### config.mk
export PLATFORM = sky130hd
export DESIGN_NAME = rp_top
export DESIGN_NICKNAME = d
export VERILOG_FILES = /design/src/hw/rp_pkg.sv /design/src/hw/rp_adc_front.sv /design/src/hw/rp_dac_back.sv /design/src/hw/rp_exp_mux.sv /design/src/hw/rp_rst_seq.sv /design/src/hw/rp_top.sv
export VERILOG_INCLUDE_DIRS = /design/src /design/src/hw
export SDC_FILE = /design/constraint.sdc
export NUM_CORES = 1
export LEC_CHECK = 0
export BUFFER_PORTS_ARGS = -buffer_cell sky130_fd_sc_hd__buf_4
export CORE_MARGIN = 2
export CORE_UTILIZATION = 25
export DETAILED_ROUTE_END_ITERATION = 10
export PLACE_DENSITY = 0.57
export SLEW_MARGIN = 15
export SYNTH_ARGS = -nofsm -noshare
export SYNTH_HDL_FRONTEND = slang
export SYNTH_HIERARCHICAL = 1
export SYNTH_SLANG_ARGS = --single-unit
### constraint.sdc
create_clock -name adc_clk -period 2.8 [get_ports adc_clk]
set_input_delay 0.56 -clock adc_clk [delete_from_list [all_inputs] [get_ports adc_clk]]
set_output_delay 0.56 -clock adc_clk [all_outputs]
set_load 0.03 [all_outputs]
### src/hw/rp_defs.svh
// Analog path widths and constants
`ifndef RP_DEFS_SVH
`define RP_DEFS_SVH

////////////////////////////////////////////////////////////////////////////
// converter widths
////////////////////////////////////////////////////////////////////////////

`define RP_ADC_DW      16  // adc stream word, signed
`define RP_DAC_DW      14  // dac sample and pin code

// expansion connector, pins per polarity
`define RP_EXP_DW      11

////////////////////////////////////////////////////////////////////////////
// sequencing and loopback
////////////////////////////////////////////////////////////////////////////

`define RP_RST_HOLD    64  // cycles of data-path reset after pll lock
`define RP_LOOP_SHIFT  2   // dac to adc scaling in digital loop

`endif

### src/hw/rp_pkg.sv
// Analog path types
`include "rp_defs.svh"

package rp_pkg;

  // stream samples
  typedef logic signed [`RP_ADC_DW-1:0] adc_sample_t;  // adc word
  typedef logic signed [`RP_DAC_DW-1:0] dac_sample_t;  // asg / pid word

  // converter pin code, offset binary with negative slope
  typedef logic [`RP_DAC_DW-1:0] dac_code_t;

  // one polarity of the expansion connector
  typedef logic [`RP_EXP_DW-1:0] exp_bus_t;

  // which trigger goes out on the daisy pin
  typedef enum logic {
    TRIG_SRC_SCOPE = 1'b0,
    TRIG_SRC_ASG   = 1'b1
  } trig_src_e;

  // post-lock reset sequencer
  typedef enum logic [1:0] {
    RST_WAIT_LOCK = 2'd0,
    RST_HOLD      = 2'd1,
    RST_RUN       = 2'd2
  } rst_state_e;

endpackage

### src/hw/rp_adc_front.sv
// ADC stream front end
`timescale 1ns/1ns
`include "rp_defs.svh"

module rp_adc_front (
  input  logic                adc_clk,
  input  logic                rst_n_i,     // data-path reset
  input  logic                loop_adc_i,  // digital loop from dac
  input  rp_pkg::adc_sample_t adc_dat0_i,
  input  rp_pkg::adc_sample_t adc_dat1_i,
  input  logic                adc_dv_i,
  input  rp_pkg::dac_sample_t dac_sat0_i,  // saturated dac sums
  input  rp_pkg::dac_sample_t dac_sat1_i,
  output rp_pkg::adc_sample_t adc_dat0_o,
  output rp_pkg::adc_sample_t adc_dat1_o,
  output logic                adc_dv_o
);
  import rp_pkg::*;

  adc_sample_t dac_ext0;   // dac sample widened to stream width
  adc_sample_t dac_ext1;
  adc_sample_t loop_dat0;  // scaled loop sample
  adc_sample_t loop_dat1;

  // sign extend, then scale up to adc range
  assign dac_ext0  = adc_sample_t'(dac_sat0_i);
  assign dac_ext1  = adc_sample_t'(dac_sat1_i);
  assign loop_dat0 = dac_ext0 <<< `RP_LOOP_SHIFT;
  assign loop_dat1 = dac_ext1 <<< `RP_LOOP_SHIFT;

  ////////////////////////////////////////////////////////////////////////////
  // stream register, one cycle
  ////////////////////////////////////////////////////////////////////////////

  always_ff @(posedge adc_clk) begin
    adc_dat0_o <= loop_adc_i ? loop_dat0 : adc_dat0_i;
    adc_dat1_o <= loop_adc_i ? loop_dat1 : adc_dat1_i;
  end

  // looped data is there every cycle
  always_ff @(posedge adc_clk or negedge rst_n_i) begin
    if (!rst_n_i) begin
      adc_dv_o <= 1'b0;
    end else begin
      adc_dv_o <= loop_adc_i | adc_dv_i;
    end
  end

endmodule

### src/hw/rp_dac_back.sv
// DAC back end
`timescale 1ns/1ns
`include "rp_defs.svh"

module rp_dac_back (
  input  logic                adc_clk,
  input  logic                rst_n_i,      // data-path reset
  input  logic                loop_dac_i,   // raw adc straight to pins
  input  rp_pkg::dac_sample_t asg_dat0_i,
  input  rp_pkg::dac_sample_t asg_dat1_i,
  input  rp_pkg::dac_sample_t pid_dat0_i,
  input  rp_pkg::dac_sample_t pid_dat1_i,
  input  rp_pkg::adc_sample_t raw0_i,
  input  rp_pkg::adc_sample_t raw1_i,
  output rp_pkg::dac_sample_t dac_sat0_o,   // to adc loop
  output rp_pkg::dac_sample_t dac_sat1_o,
  output rp_pkg::dac_code_t   dac_code_a_o, // channel 1 pin
  output rp_pkg::dac_code_t   dac_code_b_o  // channel 0 pin
);
  import rp_pkg::*;

  logic signed [`RP_DAC_DW:0] sum0;  // one guard bit
  logic signed [`RP_DAC_DW:0] sum1;
  dac_code_t                  code0_q;
  dac_code_t                  code1_q;

  // clip to 14 bit signed when the guard bit disagrees
  function automatic dac_sample_t sat_f(input logic signed [`RP_DAC_DW:0] s);
    if (s[`RP_DAC_DW] ^ s[`RP_DAC_DW-1]) begin
      return {s[`RP_DAC_DW], {(`RP_DAC_DW-1){~s[`RP_DAC_DW]}}};
    end
    return s[`RP_DAC_DW-1:0];
  endfunction

  // two's complement to offset code, negative slope
  function automatic dac_code_t code_f(input dac_sample_t d);
    return {d[`RP_DAC_DW-1], ~d[`RP_DAC_DW-2:0]};
  endfunction

  ////////////////////////////////////////////////////////////////////////////
  // sum and saturation
  ////////////////////////////////////////////////////////////////////////////

  assign sum0 = asg_dat0_i + pid_dat0_i;
  assign sum1 = asg_dat1_i + pid_dat1_i;

  assign dac_sat0_o = sat_f(sum0);
  assign dac_sat1_o = sat_f(sum1);

  // first stage, code per channel
  always_ff @(posedge adc_clk) begin
    code0_q <= code_f(dac_sat0_o);
    code1_q <= code_f(dac_sat1_o);
  end

  ////////////////////////////////////////////////////////////////////////////
  // pin registers
  ////////////////////////////////////////////////////////////////////////////

  // channels cross over, pin a is channel 1
  always_ff @(posedge adc_clk or negedge rst_n_i) begin
    if (!rst_n_i) begin
      dac_code_a_o <= '0;
      dac_code_b_o <= '0;
    end else if (loop_dac_i) begin  // top bits of raw adc, one cycle
      dac_code_a_o <= raw1_i[`RP_ADC_DW-1 -: `RP_DAC_DW];
      dac_code_b_o <= raw0_i[`RP_ADC_DW-1 -: `RP_DAC_DW];
    end else begin
      dac_code_a_o <= code1_q;
      dac_code_b_o <= code0_q;
    end
  end

endmodule

### src/hw/rp_exp_mux.sv
// Expansion pin mux
`timescale 1ns/1ns
`include "rp_defs.svh"

module rp_exp_mux (
  input  logic              daisy_trig_en_i,  // export trigger on n[0]
  input  rp_pkg::trig_src_e trig_src_i,
  input  logic              scope_trig_i,
  input  logic              asg_trig_i,
  input  rp_pkg::exp_bus_t  exp_p_in_i,       // pad inputs
  input  rp_pkg::exp_bus_t  exp_n_in_i,
  input  rp_pkg::exp_bus_t  exp_p_out_i,      // software out values
  input  rp_pkg::exp_bus_t  exp_n_out_i,
  input  rp_pkg::exp_bus_t  exp_p_dir_i,      // 1 drives the pad
  input  rp_pkg::exp_bus_t  exp_n_dir_i,
  output rp_pkg::exp_bus_t  exp_p_o,
  output rp_pkg::exp_bus_t  exp_n_o,
  output rp_pkg::exp_bus_t  exp_p_oe_o,
  output rp_pkg::exp_bus_t  exp_n_oe_o,
  output logic              trig_ext_o        // external trigger in
);
  import rp_pkg::*;

  logic     trig_out;   // selected trigger
  exp_bus_t n_alt;      // alternate function enable per n pin
  exp_bus_t n_alt_dat;

  assign trig_out = (trig_src_i == TRIG_SRC_ASG) ? asg_trig_i : scope_trig_i;

  ////////////////////////////////////////////////////////////////////////////
  // alternate functions
  ////////////////////////////////////////////////////////////////////////////

  // only n[0] has one, the daisy trigger
  assign n_alt     = {{(`RP_EXP_DW-1){1'b0}}, daisy_trig_en_i};
  assign n_alt_dat = {{(`RP_EXP_DW-1){1'b0}}, trig_out};

  // p side is plain gpio
  assign exp_p_o    = exp_p_out_i;
  assign exp_p_oe_o = exp_p_dir_i;

  // alternate pins are always outputs
  assign exp_n_o    = (n_alt & n_alt_dat) | (~n_alt & exp_n_out_i);
  assign exp_n_oe_o = n_alt | exp_n_dir_i;

  // n side input only feeds software readback, outside this block

  // p[0] is the external trigger input
  assign trig_ext_o = exp_p_in_i[0];

endmodule

### src/hw/rp_rst_seq.sv
// Post-lock reset sequencer
`timescale 1ns/1ns
`include "rp_defs.svh"

module rp_rst_seq (
  input  logic adc_clk,
  input  logic arst_n_i,      // async, active low
  input  logic pll_locked_i,  // from clock generator
  output logic path_rst_n_o   // data-path reset, active low
);
  import rp_pkg::*;

  localparam int CNT_W = $clog2(`RP_RST_HOLD);

  logic [1:0]       sync_q;     // release synchronizer
  logic             rst_sync_n;
  logic             lock_q;     // registered lock
  logic             lock_d;     // lock, one cycle older
  logic             lock_rise;
  rst_state_e       state_q;
  logic [CNT_W-1:0] cnt_q;      // hold cycle counter
  logic             hold_q;     // registered, so the reset net stays clean

  // assert async, release after two clocks
  always_ff @(posedge adc_clk or negedge arst_n_i) begin
    if (!arst_n_i) begin
      sync_q <= '0;
    end else begin
      sync_q <= {sync_q[0], 1'b1};
    end
  end

  assign rst_sync_n = sync_q[1];

  always_ff @(posedge adc_clk or negedge rst_sync_n) begin
    if (!rst_sync_n) begin
      lock_q <= 1'b0;
      lock_d <= 1'b0;
    end else begin
      lock_q <= pll_locked_i;
      lock_d <= lock_q;
    end
  end

  assign lock_rise = lock_q & ~lock_d;  // first locked cycle

  ////////////////////////////////////////////////////////////////////////////
  // hold FSM
  ////////////////////////////////////////////////////////////////////////////

  always_ff @(posedge adc_clk or negedge rst_sync_n) begin
    if (!rst_sync_n) begin
      state_q <= RST_WAIT_LOCK;
      cnt_q   <= '0;
      hold_q  <= 1'b0;
    end else begin
      case (state_q)
        RST_WAIT_LOCK: begin
          if (lock_rise) begin     // hold starts next cycle
            state_q <= RST_HOLD;
            cnt_q   <= '0;
            hold_q  <= 1'b1;
          end
        end
        RST_HOLD: begin            // keeps counting even if lock drops
          if (cnt_q == CNT_W'(`RP_RST_HOLD - 1)) begin
            state_q <= RST_RUN;
            hold_q  <= 1'b0;
          end else begin
            cnt_q <= cnt_q + 1'b1;
          end
        end
        RST_RUN: begin
          // lock lost, rearm without a new reset
          if (!lock_q) state_q <= RST_WAIT_LOCK;
        end
        default: begin
          state_q <= RST_WAIT_LOCK;
          hold_q  <= 1'b0;
        end
      endcase
    end
  end

  assign path_rst_n_o = rst_sync_n & ~hold_q;

endmodule

### src/hw/rp_top.sv
// Fast analog path top
`timescale 1ns/1ns
`include "rp_defs.svh"

module rp_top (
  input  logic                adc_clk,
  input  logic                arst_n_i,       // board reset, active low
  input  logic                pll_locked_i,
  // adc stream
  input  rp_pkg::adc_sample_t adc_dat0_i,
  input  rp_pkg::adc_sample_t adc_dat1_i,
  input  logic                adc_dv_i,
  output rp_pkg::adc_sample_t adc_dat0_o,
  output rp_pkg::adc_sample_t adc_dat1_o,
  output logic                adc_dv_o,
  // generator and controller samples
  input  rp_pkg::dac_sample_t asg_dat0_i,
  input  rp_pkg::dac_sample_t asg_dat1_i,
  input  rp_pkg::dac_sample_t pid_dat0_i,
  input  rp_pkg::dac_sample_t pid_dat1_i,
  output rp_pkg::dac_code_t   dac_code_a_o,   // channel 1
  output rp_pkg::dac_code_t   dac_code_b_o,   // channel 0
  // configuration
  input  logic                loop_adc_i,
  input  logic                loop_dac_i,
  input  logic                daisy_trig_en_i,
  input  rp_pkg::trig_src_e   trig_src_i,
  // triggers
  input  logic                scope_trig_i,
  input  logic                asg_trig_i,
  // expansion connector, split pads
  input  rp_pkg::exp_bus_t    exp_p_in_i,
  input  rp_pkg::exp_bus_t    exp_n_in_i,
  input  rp_pkg::exp_bus_t    exp_p_out_i,
  input  rp_pkg::exp_bus_t    exp_n_out_i,
  input  rp_pkg::exp_bus_t    exp_p_dir_i,
  input  rp_pkg::exp_bus_t    exp_n_dir_i,
  output rp_pkg::exp_bus_t    exp_p_o,
  output rp_pkg::exp_bus_t    exp_n_o,
  output rp_pkg::exp_bus_t    exp_p_oe_o,
  output rp_pkg::exp_bus_t    exp_n_oe_o,
  output logic                trig_ext_o,
  output logic                path_rst_n_o
);
  import rp_pkg::*;

  logic        path_rst_n;  // data-path reset, active low
  dac_sample_t dac_sat0;    // saturated sums, fed back for adc loop
  dac_sample_t dac_sat1;

  ////////////////////////////////////////////////////////////////////////////
  // reset
  ////////////////////////////////////////////////////////////////////////////

  rp_rst_seq u_rst_seq (
    .adc_clk      (adc_clk),
    .arst_n_i     (arst_n_i),
    .pll_locked_i (pll_locked_i),
    .path_rst_n_o (path_rst_n)
  );

  assign path_rst_n_o = path_rst_n;

  ////////////////////////////////////////////////////////////////////////////
  // adc and dac data path
  ////////////////////////////////////////////////////////////////////////////

  rp_adc_front u_adc_front (
    .adc_clk    (adc_clk),
    .rst_n_i    (path_rst_n),
    .loop_adc_i (loop_adc_i),
    .adc_dat0_i (adc_dat0_i),
    .adc_dat1_i (adc_dat1_i),
    .adc_dv_i   (adc_dv_i),
    .dac_sat0_i (dac_sat0),
    .dac_sat1_i (dac_sat1),
    .adc_dat0_o (adc_dat0_o),
    .adc_dat1_o (adc_dat1_o),
    .adc_dv_o   (adc_dv_o)
  );

  rp_dac_back u_dac_back (
    .adc_clk      (adc_clk),
    .rst_n_i      (path_rst_n),
    .loop_dac_i   (loop_dac_i),
    .asg_dat0_i   (asg_dat0_i),
    .asg_dat1_i   (asg_dat1_i),
    .pid_dat0_i   (pid_dat0_i),
    .pid_dat1_i   (pid_dat1_i),
    .raw0_i       (adc_dat0_i),   // raw adc, before the front end loop
    .raw1_i       (adc_dat1_i),
    .dac_sat0_o   (dac_sat0),
    .dac_sat1_o   (dac_sat1),
    .dac_code_a_o (dac_code_a_o),
    .dac_code_b_o (dac_code_b_o)
  );

  // expansion pins and triggers
  rp_exp_mux u_exp_mux (
    .daisy_trig_en_i (daisy_trig_en_i),
    .trig_src_i      (trig_src_i),
    .scope_trig_i    (scope_trig_i),
    .asg_trig_i      (asg_trig_i),
    .exp_p_in_i      (exp_p_in_i),
    .exp_n_in_i      (exp_n_in_i),
    .exp_p_out_i     (exp_p_out_i),
    .exp_n_out_i     (exp_n_out_i),
    .exp_p_dir_i     (exp_p_dir_i),
    .exp_n_dir_i     (exp_n_dir_i),
    .exp_p_o         (exp_p_o),
    .exp_n_o         (exp_n_o),
    .exp_p_oe_o      (exp_p_oe_o),
    .exp_n_oe_o      (exp_n_oe_o),
    .trig_ext_o      (trig_ext_o)
  );

endmodule

Yosys cells after proc, flatten, opt, wreduce, memory -nomap -nowiden
Cells that the tools add are included.

Flip-flop bits (word level): 102. Input port bits: 164.

Bitwise gates (word level): 17. Muxes and demuxes: 21. Equal/unequal tests: 7. Reduce and logical (&&, ||, !) cells: 5. Add/sub/neg operators: 3.

Operators with widths (count): 14-bit 2-to-1 mux (6); 16-bit 2-to-1 mux (2); 14-bit by 14-bit adder with 15-bit output (2); 13-bit NOT (2); 6-bit 2-to-1 mux (2); 6-bit case mux with 2 select lines (1); 11-bit AND (1); 1-bit NOT with 11-bit output (1); 1-bit by 11-bit OR with 11-bit output (1); 11-bit OR (1); 3-bit AND reduction (3); 6-bit by 1-bit adder with 6-bit output, second input constant (1); 6-bit equality test, second input constant (1); 2-bit 2-to-1 mux (3); 2-bit case mux with 3 select lines (1); 1-bit 2-to-1 mux (5); 1-bit NOT (5); 2-bit by 1-bit != test with 1-bit output, second input constant (2); 2-bit != test, second input constant (2); 1-bit AND (3); 1-bit case mux with 3 select lines (1); 2-bit by 1-bit equality test with 1-bit output, second input constant (1); 2-bit equality test, second input constant (1); 2-bit zero test (1); 3 further kinds (4).

Depth between registers and ports, before layout
Word-level depth: 5. Gate-level depth with buffers: 12. Depth with buffers taken out: 12.

Cells and area by module
Netlist, hierarchy kept.

By module, submodules not included: rp_dac_back (cells an instance 343, instances 1, sequential area each 1261.2 um^2, area an instance 3504.6 um^2); rp_adc_front (cells an instance 70, instances 1, sequential area each 665.6 um^2, area an instance 1168.6 um^2); rp_rst_seq (cells an instance 58, instances 1, sequential area each 325.3 um^2, area an instance 603.1 um^2); rp_exp_mux (cells an instance 47, instances 1, sequential area each 0.0 um^2, area an instance 347.8 um^2).

Worst setup path after synthesis
Ideal clock, no wire load.

Path type: flip-flop to output port. Start point: register u_rst_seq.sync_q[1]. End point: output path_rst_n_o. Required time: 2.240 ns. Setup slack: -0.172 ns. Stages on the path, launching flop included: 2. Arrival: 2.412 ns. Cell sequence: dfrtp_1 > nor2b_1.

Cells in the longest elaborated chain, start to end: 1.

Ends and longest elaborated chain: from (decl) (line rp_rst_seq.sv:15) `logic [1:0] sync_q;`; from (signal assigned) (line rp_rst_seq.sv:29) `sync_q <= {sync_q[0], 1'b1};`; 1-bit AND (line rp_rst_seq.sv:85) `assign path_rst_n_o = rst_sync_n & ~hold_q;`; to (decl) (line rp_top.sv:43) `output logic path_rst_n_o`.

Every way passes these cells.

Worst setup path in the final report
Start point: input asg_dat0_i[4]. End point: register u_adc_front.adc_dat0_o[2].

Cells in the longest elaborated chain, start to end: 5. Elaborated cells on any way between the ends: 7. Those cells by class: add/sub (1); mux (4); bitwise (2).

Ends and longest elaborated chain: from (decl) (line rp_top.sv:17) `input rp_pkg::dac_sample_t asg_dat0_i,`; 14-bit by 14-bit adder with 15-bit output * (line rp_dac_back.sv:44) `assign sum0 = asg_dat0_i + pid_dat0_i;`; 1-bit XOR or 1-bit NOT (tied branches) (line rp_dac_back.sv:29, rp_dac_back.sv:30); 1-bit 2-to-1 mux or 14-bit 2-to-1 mux (tied branches) (line rp_dac_back.sv:29) `` if (s[`RP_DAC_DW] ^ s[`RP_DAC_DW-1]) begin ``; 14-bit 2-to-1 mux * (line rp_dac_back.sv:32) `` return s[`RP_DAC_DW-1:0]; ``; via dac_sat0[0] (line rp_top.sv:48) `dac_sample_t dac_sat0;`; 16-bit 2-to-1 mux * (line rp_adc_front.sv:36) `adc_dat0_o <= loop_adc_i ? loop_dat0 : adc_dat0_i;`; to (signal assigned) (line rp_adc_front.sv:36); to (decl) (line rp_adc_front.sv:14) `output rp_pkg::adc_sample_t adc_dat0_o,`.

The timed path passes the listed nets; every way through them passes the cells marked *. The select of a mux whose other input is x is not followed. A chain may end at the register's enable or synchronous reset.

==> metrics.md <==
| Metric | Value |
|---|---|
| Buffers on Ports | 163 |
| Slowest cell on the critical path | o32a_4 |
| Post-Route WL | 14100 um |
| CP max FO | 6 |
| Area of the multi-input gates | 2910 um^2 |
| Register area share after synthesis | 40.0% |
| YS warnings | 6 |
| Commonest cells post-synth | dfxtp_1 (60), buf_4 (43), dfrtp_1 (42) |
| RePlAce Congestion | 0.780 |
| Final Max Tran Viols | 0 |
| Power per cell area | 729 nW/um^2 |
| Peak supply drop | 0.000301 V |
| Postcts setup bufs | 0 |
| Hold Crit Class | flip-flop to async pin |
| Initial drt markers | 127 |
| Syn avg cell area | 10.9 um^2 |
| Layout fillers | 2245 |
| CP Launch Type | primary input |
| Rel. slew slack | 56.1% |
| Async set or reset register ratio after synthesis | 41.2% |
| Final WS setup | 0.122 ns |
| Max frequency | 373 MHz |
| Cell area after synthesis | 5620 um^2 |
| Syn nets | 713 |
| Total gr overflow | 0 |
| H-tree depth | 3 |
| Worst Path Arrival | 2.91 ns |
| Core Rows | 54 |
| Final setup viols | 0 |
| Placed insts | 955 |
| Post-synth top area cell | dfxtp_1 |
| Die Y | 154 um |
| Adder-cell share of the synthesized area | 8.43% |
| Post-route ant nets | 0 |
| Post-synth EDFFs | 0 |
| TritonCTS clock tree | yes |
| Number of global-route vias before repair | 4217 |
| Initial antenna violation count | 0 |
| Clock transition at the registers of the reported paths | 0.07 ns |
| Place WS | -0.234 ns |
| Non-filler cells, final | 972 |
| Full die area | 23700 um^2 |
| Fin Hold WS | 0.161 ns |
| # IOs | 271 |
| Setup Skew | 0.00899 ns |
| Synth top area share | 21.4% |
| Mapped Cells | 518 |
| Cts bufs inserted | 9 |
| Yosys reg bits | 102 |
| Crit-path max cell delay | 0.39 ns |
| Reg area | 2250 um^2 |
| CP most frequent cell | a21o_1 |
| RSZ-0062 raised after global routing | false |
| First-pass GRT wire length | 22200 um |
| Avg Vias per Cell | 4.33 |
| Max cap viols | 0 |
| CP bufs+invs | 1 |
| Slew at the pin with the worst max-slew slack | 0.659 ns |
| Remaining DRCs | 0 |
| Distinct cell type count of the synthesized netlist | 73 |
| Layout cells sized above 1 | 46.7% |
| DP Area | 7220 um^2 |
| Hpwl dp | 10800 um |
| Status | complete, no violations |
| Crit share post-route | 95.6% |
| Clk root buf | clkbuf_16 |
| Final Hold Viols | 0 |
| Area added between synthesis and finish | 35.3% |
| Crit path required time | 3.03 ns |
| Top FF cell, synth | dfxtp_1 |
| Die X | 154 um |
| Post-DR wirelength/cell | 14.5 um |
| DR vias | 4211 |
| Cell family with most CP delay | compound AO/OA/AOI/OAI gates |
| Core Box Area | 22000 um^2 |
| Initial Util | 25.6% |
| Count leader, synth | dfxtp_1 |
| Largest cells by area after synthesis | dfxtp_1 (21%), dfrtp_1 (19%), mux2_4 (6.7%), ha_1 (6.5%), mux2_2 (6.2%) |
| Initial DRT Pass Iterations | 4 |
| Diodes inserted | 0 |
| Pin count of the biggest net entering global routing | 34 |
| Mux cell area share after synthesis | 13.2% |
| GR Util All Layers | 12.0% |
| Synth Area in XOR/XNOR | 4.72% |
| # nets final | 882 |
| Largest family of logic cells by synthesized area | compound AO/OA/AOI/OAI gates |
| CP Capture Type | flip-flop |
| Clock tree buffer depth | 2 |
| Fin area | 7610 um^2 |
| Crit-path cells | buf_4 -> ha_1 -> a21o_1 -> a31o_1 -> o21a_1 -> o32a_4 -> xnor2_4 -> nand2_1 -> a21o_1 -> mux2_4 |
| Compound-Gate Fraction of Synth Area | 14.8% |
| Simple-gate share of the synthesized area | 9.50% |
| Period minus WS final | 2.68 ns |
| Clk_lat worst skew | 0.35 ns |
| Pleak | 3.58 nW |
| Clock sink count | 102 |
| CP Class | primary input to flip-flop |
## registers in the layout, indices dropped and copies added, names as in the netlist
register and count:
u_adc_front/adc_dat0_o 16, u_adc_front/adc_dat1_o 16, u_dac_back/code0_q 14, u_dac_back/code1_q 14
u_dac_back/dac_code_a_o 14, u_dac_back/dac_code_b_o 14, u_rst_seq/cnt_q 6, u_rst_seq/state_q 2
u_rst_seq/sync_q 2, u_adc_front/adc_dv_o 1, u_rst_seq/hold_q 1, u_rst_seq/lock_d 1
u_rst_seq/lock_q 1
## layer usage
metal	share of wire [%]	track usage, %
met1	49	16.2
met2	45	19.1
met3	5.3	3.16
met4	0.88	2.85
met5	0	0
## kinds of logic (layout without fill, tap and decap cells)
logic type | Yosys count | in the layout
AND/OR/NAND/NOR | 103 | 103
other | 1 | 1
AO/OA/AOI/OAI | 115 | 115
multiplexers | 58 | 58
XOR/XNOR | 26 | 26
adder cells (fa/ha/maj) | 38 | 38
flip-flops | 102 | 102
buffers and inverters | 75 | 249
## timing repair
action	CTS	global route
endpoints found under the setup margin	0	2
endpoints found under the hold margin	2	0
gates resized for setup	0	2
hold buffers	1	0
## layout by cell type (no fill, tap or decap), types with 5 or more instances in the layout
master / netlist / routed
xnor2_1: 13 / 13
nand2b_1: 7 / 7
mux2_2: 31 / 31
a31oi_1: 5 / 5
nand2_1: 24 / 24
a21oi_1: 30 / 29
buf_4: 43 / 213
ha_1: 29 / 26
mux2_4: 25 / 25
inv_1: 16 / 14
xor2_1: 11 / 11
clkbuf_16: 0 / 9
nor3_1: 5 / 5
o21ai_0: 15 / 15
maj3_1: 6 / 6
nor2b_1: 11 / 9
nand3_1: 10 / 10
a21o_1: 15 / 15
nor2_1: 27 / 27
dfxtp_1: 60 / 60
dfrtp_1: 42 / 42
o21a_1: 10 / 10
## area by class of cell
| class | instances | area share (%) |
|---|---|---|
| Clock buffer | 12 | 3.50 |
| Tap cell | 280 | 4.60 |
| Timing Repair Buffer | 217 | 21.9 |
| Sequential cell | 102 | 29.6 |
| Clock inverter | 4 | 1.30 |
| Inverter | 16 | 0.789 |
| Multi-Input combinational cell | 341 | 38.3 |
## final timing paths
path | startpoint | end | slack [ns] | cells past startpoint
worst max-delay path | asg_dat0_i[4] | u_adc_front/adc_dat0_o[2]$_DFF_P_ | 0.12 | 10
worst min-delay path | u_rst_seq/sync_q[1]$_DFF_PN0_ | u_rst_seq/cnt_q[4]$_DFFE_PN0P_ | 0.16 | 1
worst max register to register | u_rst_seq/cnt_q[0]$_DFFE_PN0P_ | u_rst_seq/cnt_q[2]$_DFFE_PN0P_ | 1.31 | 5
worst min register to register | u_rst_seq/sync_q[1]$_DFF_PN0_ | u_rst_seq/cnt_q[4]$_DFFE_PN0P_ | 0.16 | 1
max in group asynchronous | u_rst_seq/sync_q[1]$_DFF_PN0_ | u_dac_back/dac_code_a_o[7]$_DFF_PN0_ | 1.78 | 3
min in group adc_clk | pll_locked_i | u_rst_seq/lock_q$_DFF_PN0_ | 0.33 | 1
## power by group
group	internal (W)	switching [W]
Clock	0.000951	0.000562
Combinational	0.000983	0.00109
Sequential	0.00180	0.000155
Total	0.00373	0.00181
## per-stage QoR
stage | utilization, % | setup TNS (ns) | power, W
6_report | 34.7 | 0 | 0.00555
5_1_grt | 34.7 | 0 | 0.00588
4_1_cts | 34.6 | 0 | 0.00564
3_5_place_dp | 32.9 | -4.16 | 0.00408
3_3_place_gp | 32.9 | -3.97 | 0.00407
2_1_floorplan | - | 0 | 0.00339
Note: power is estimated with default switching activity, not from simulation.
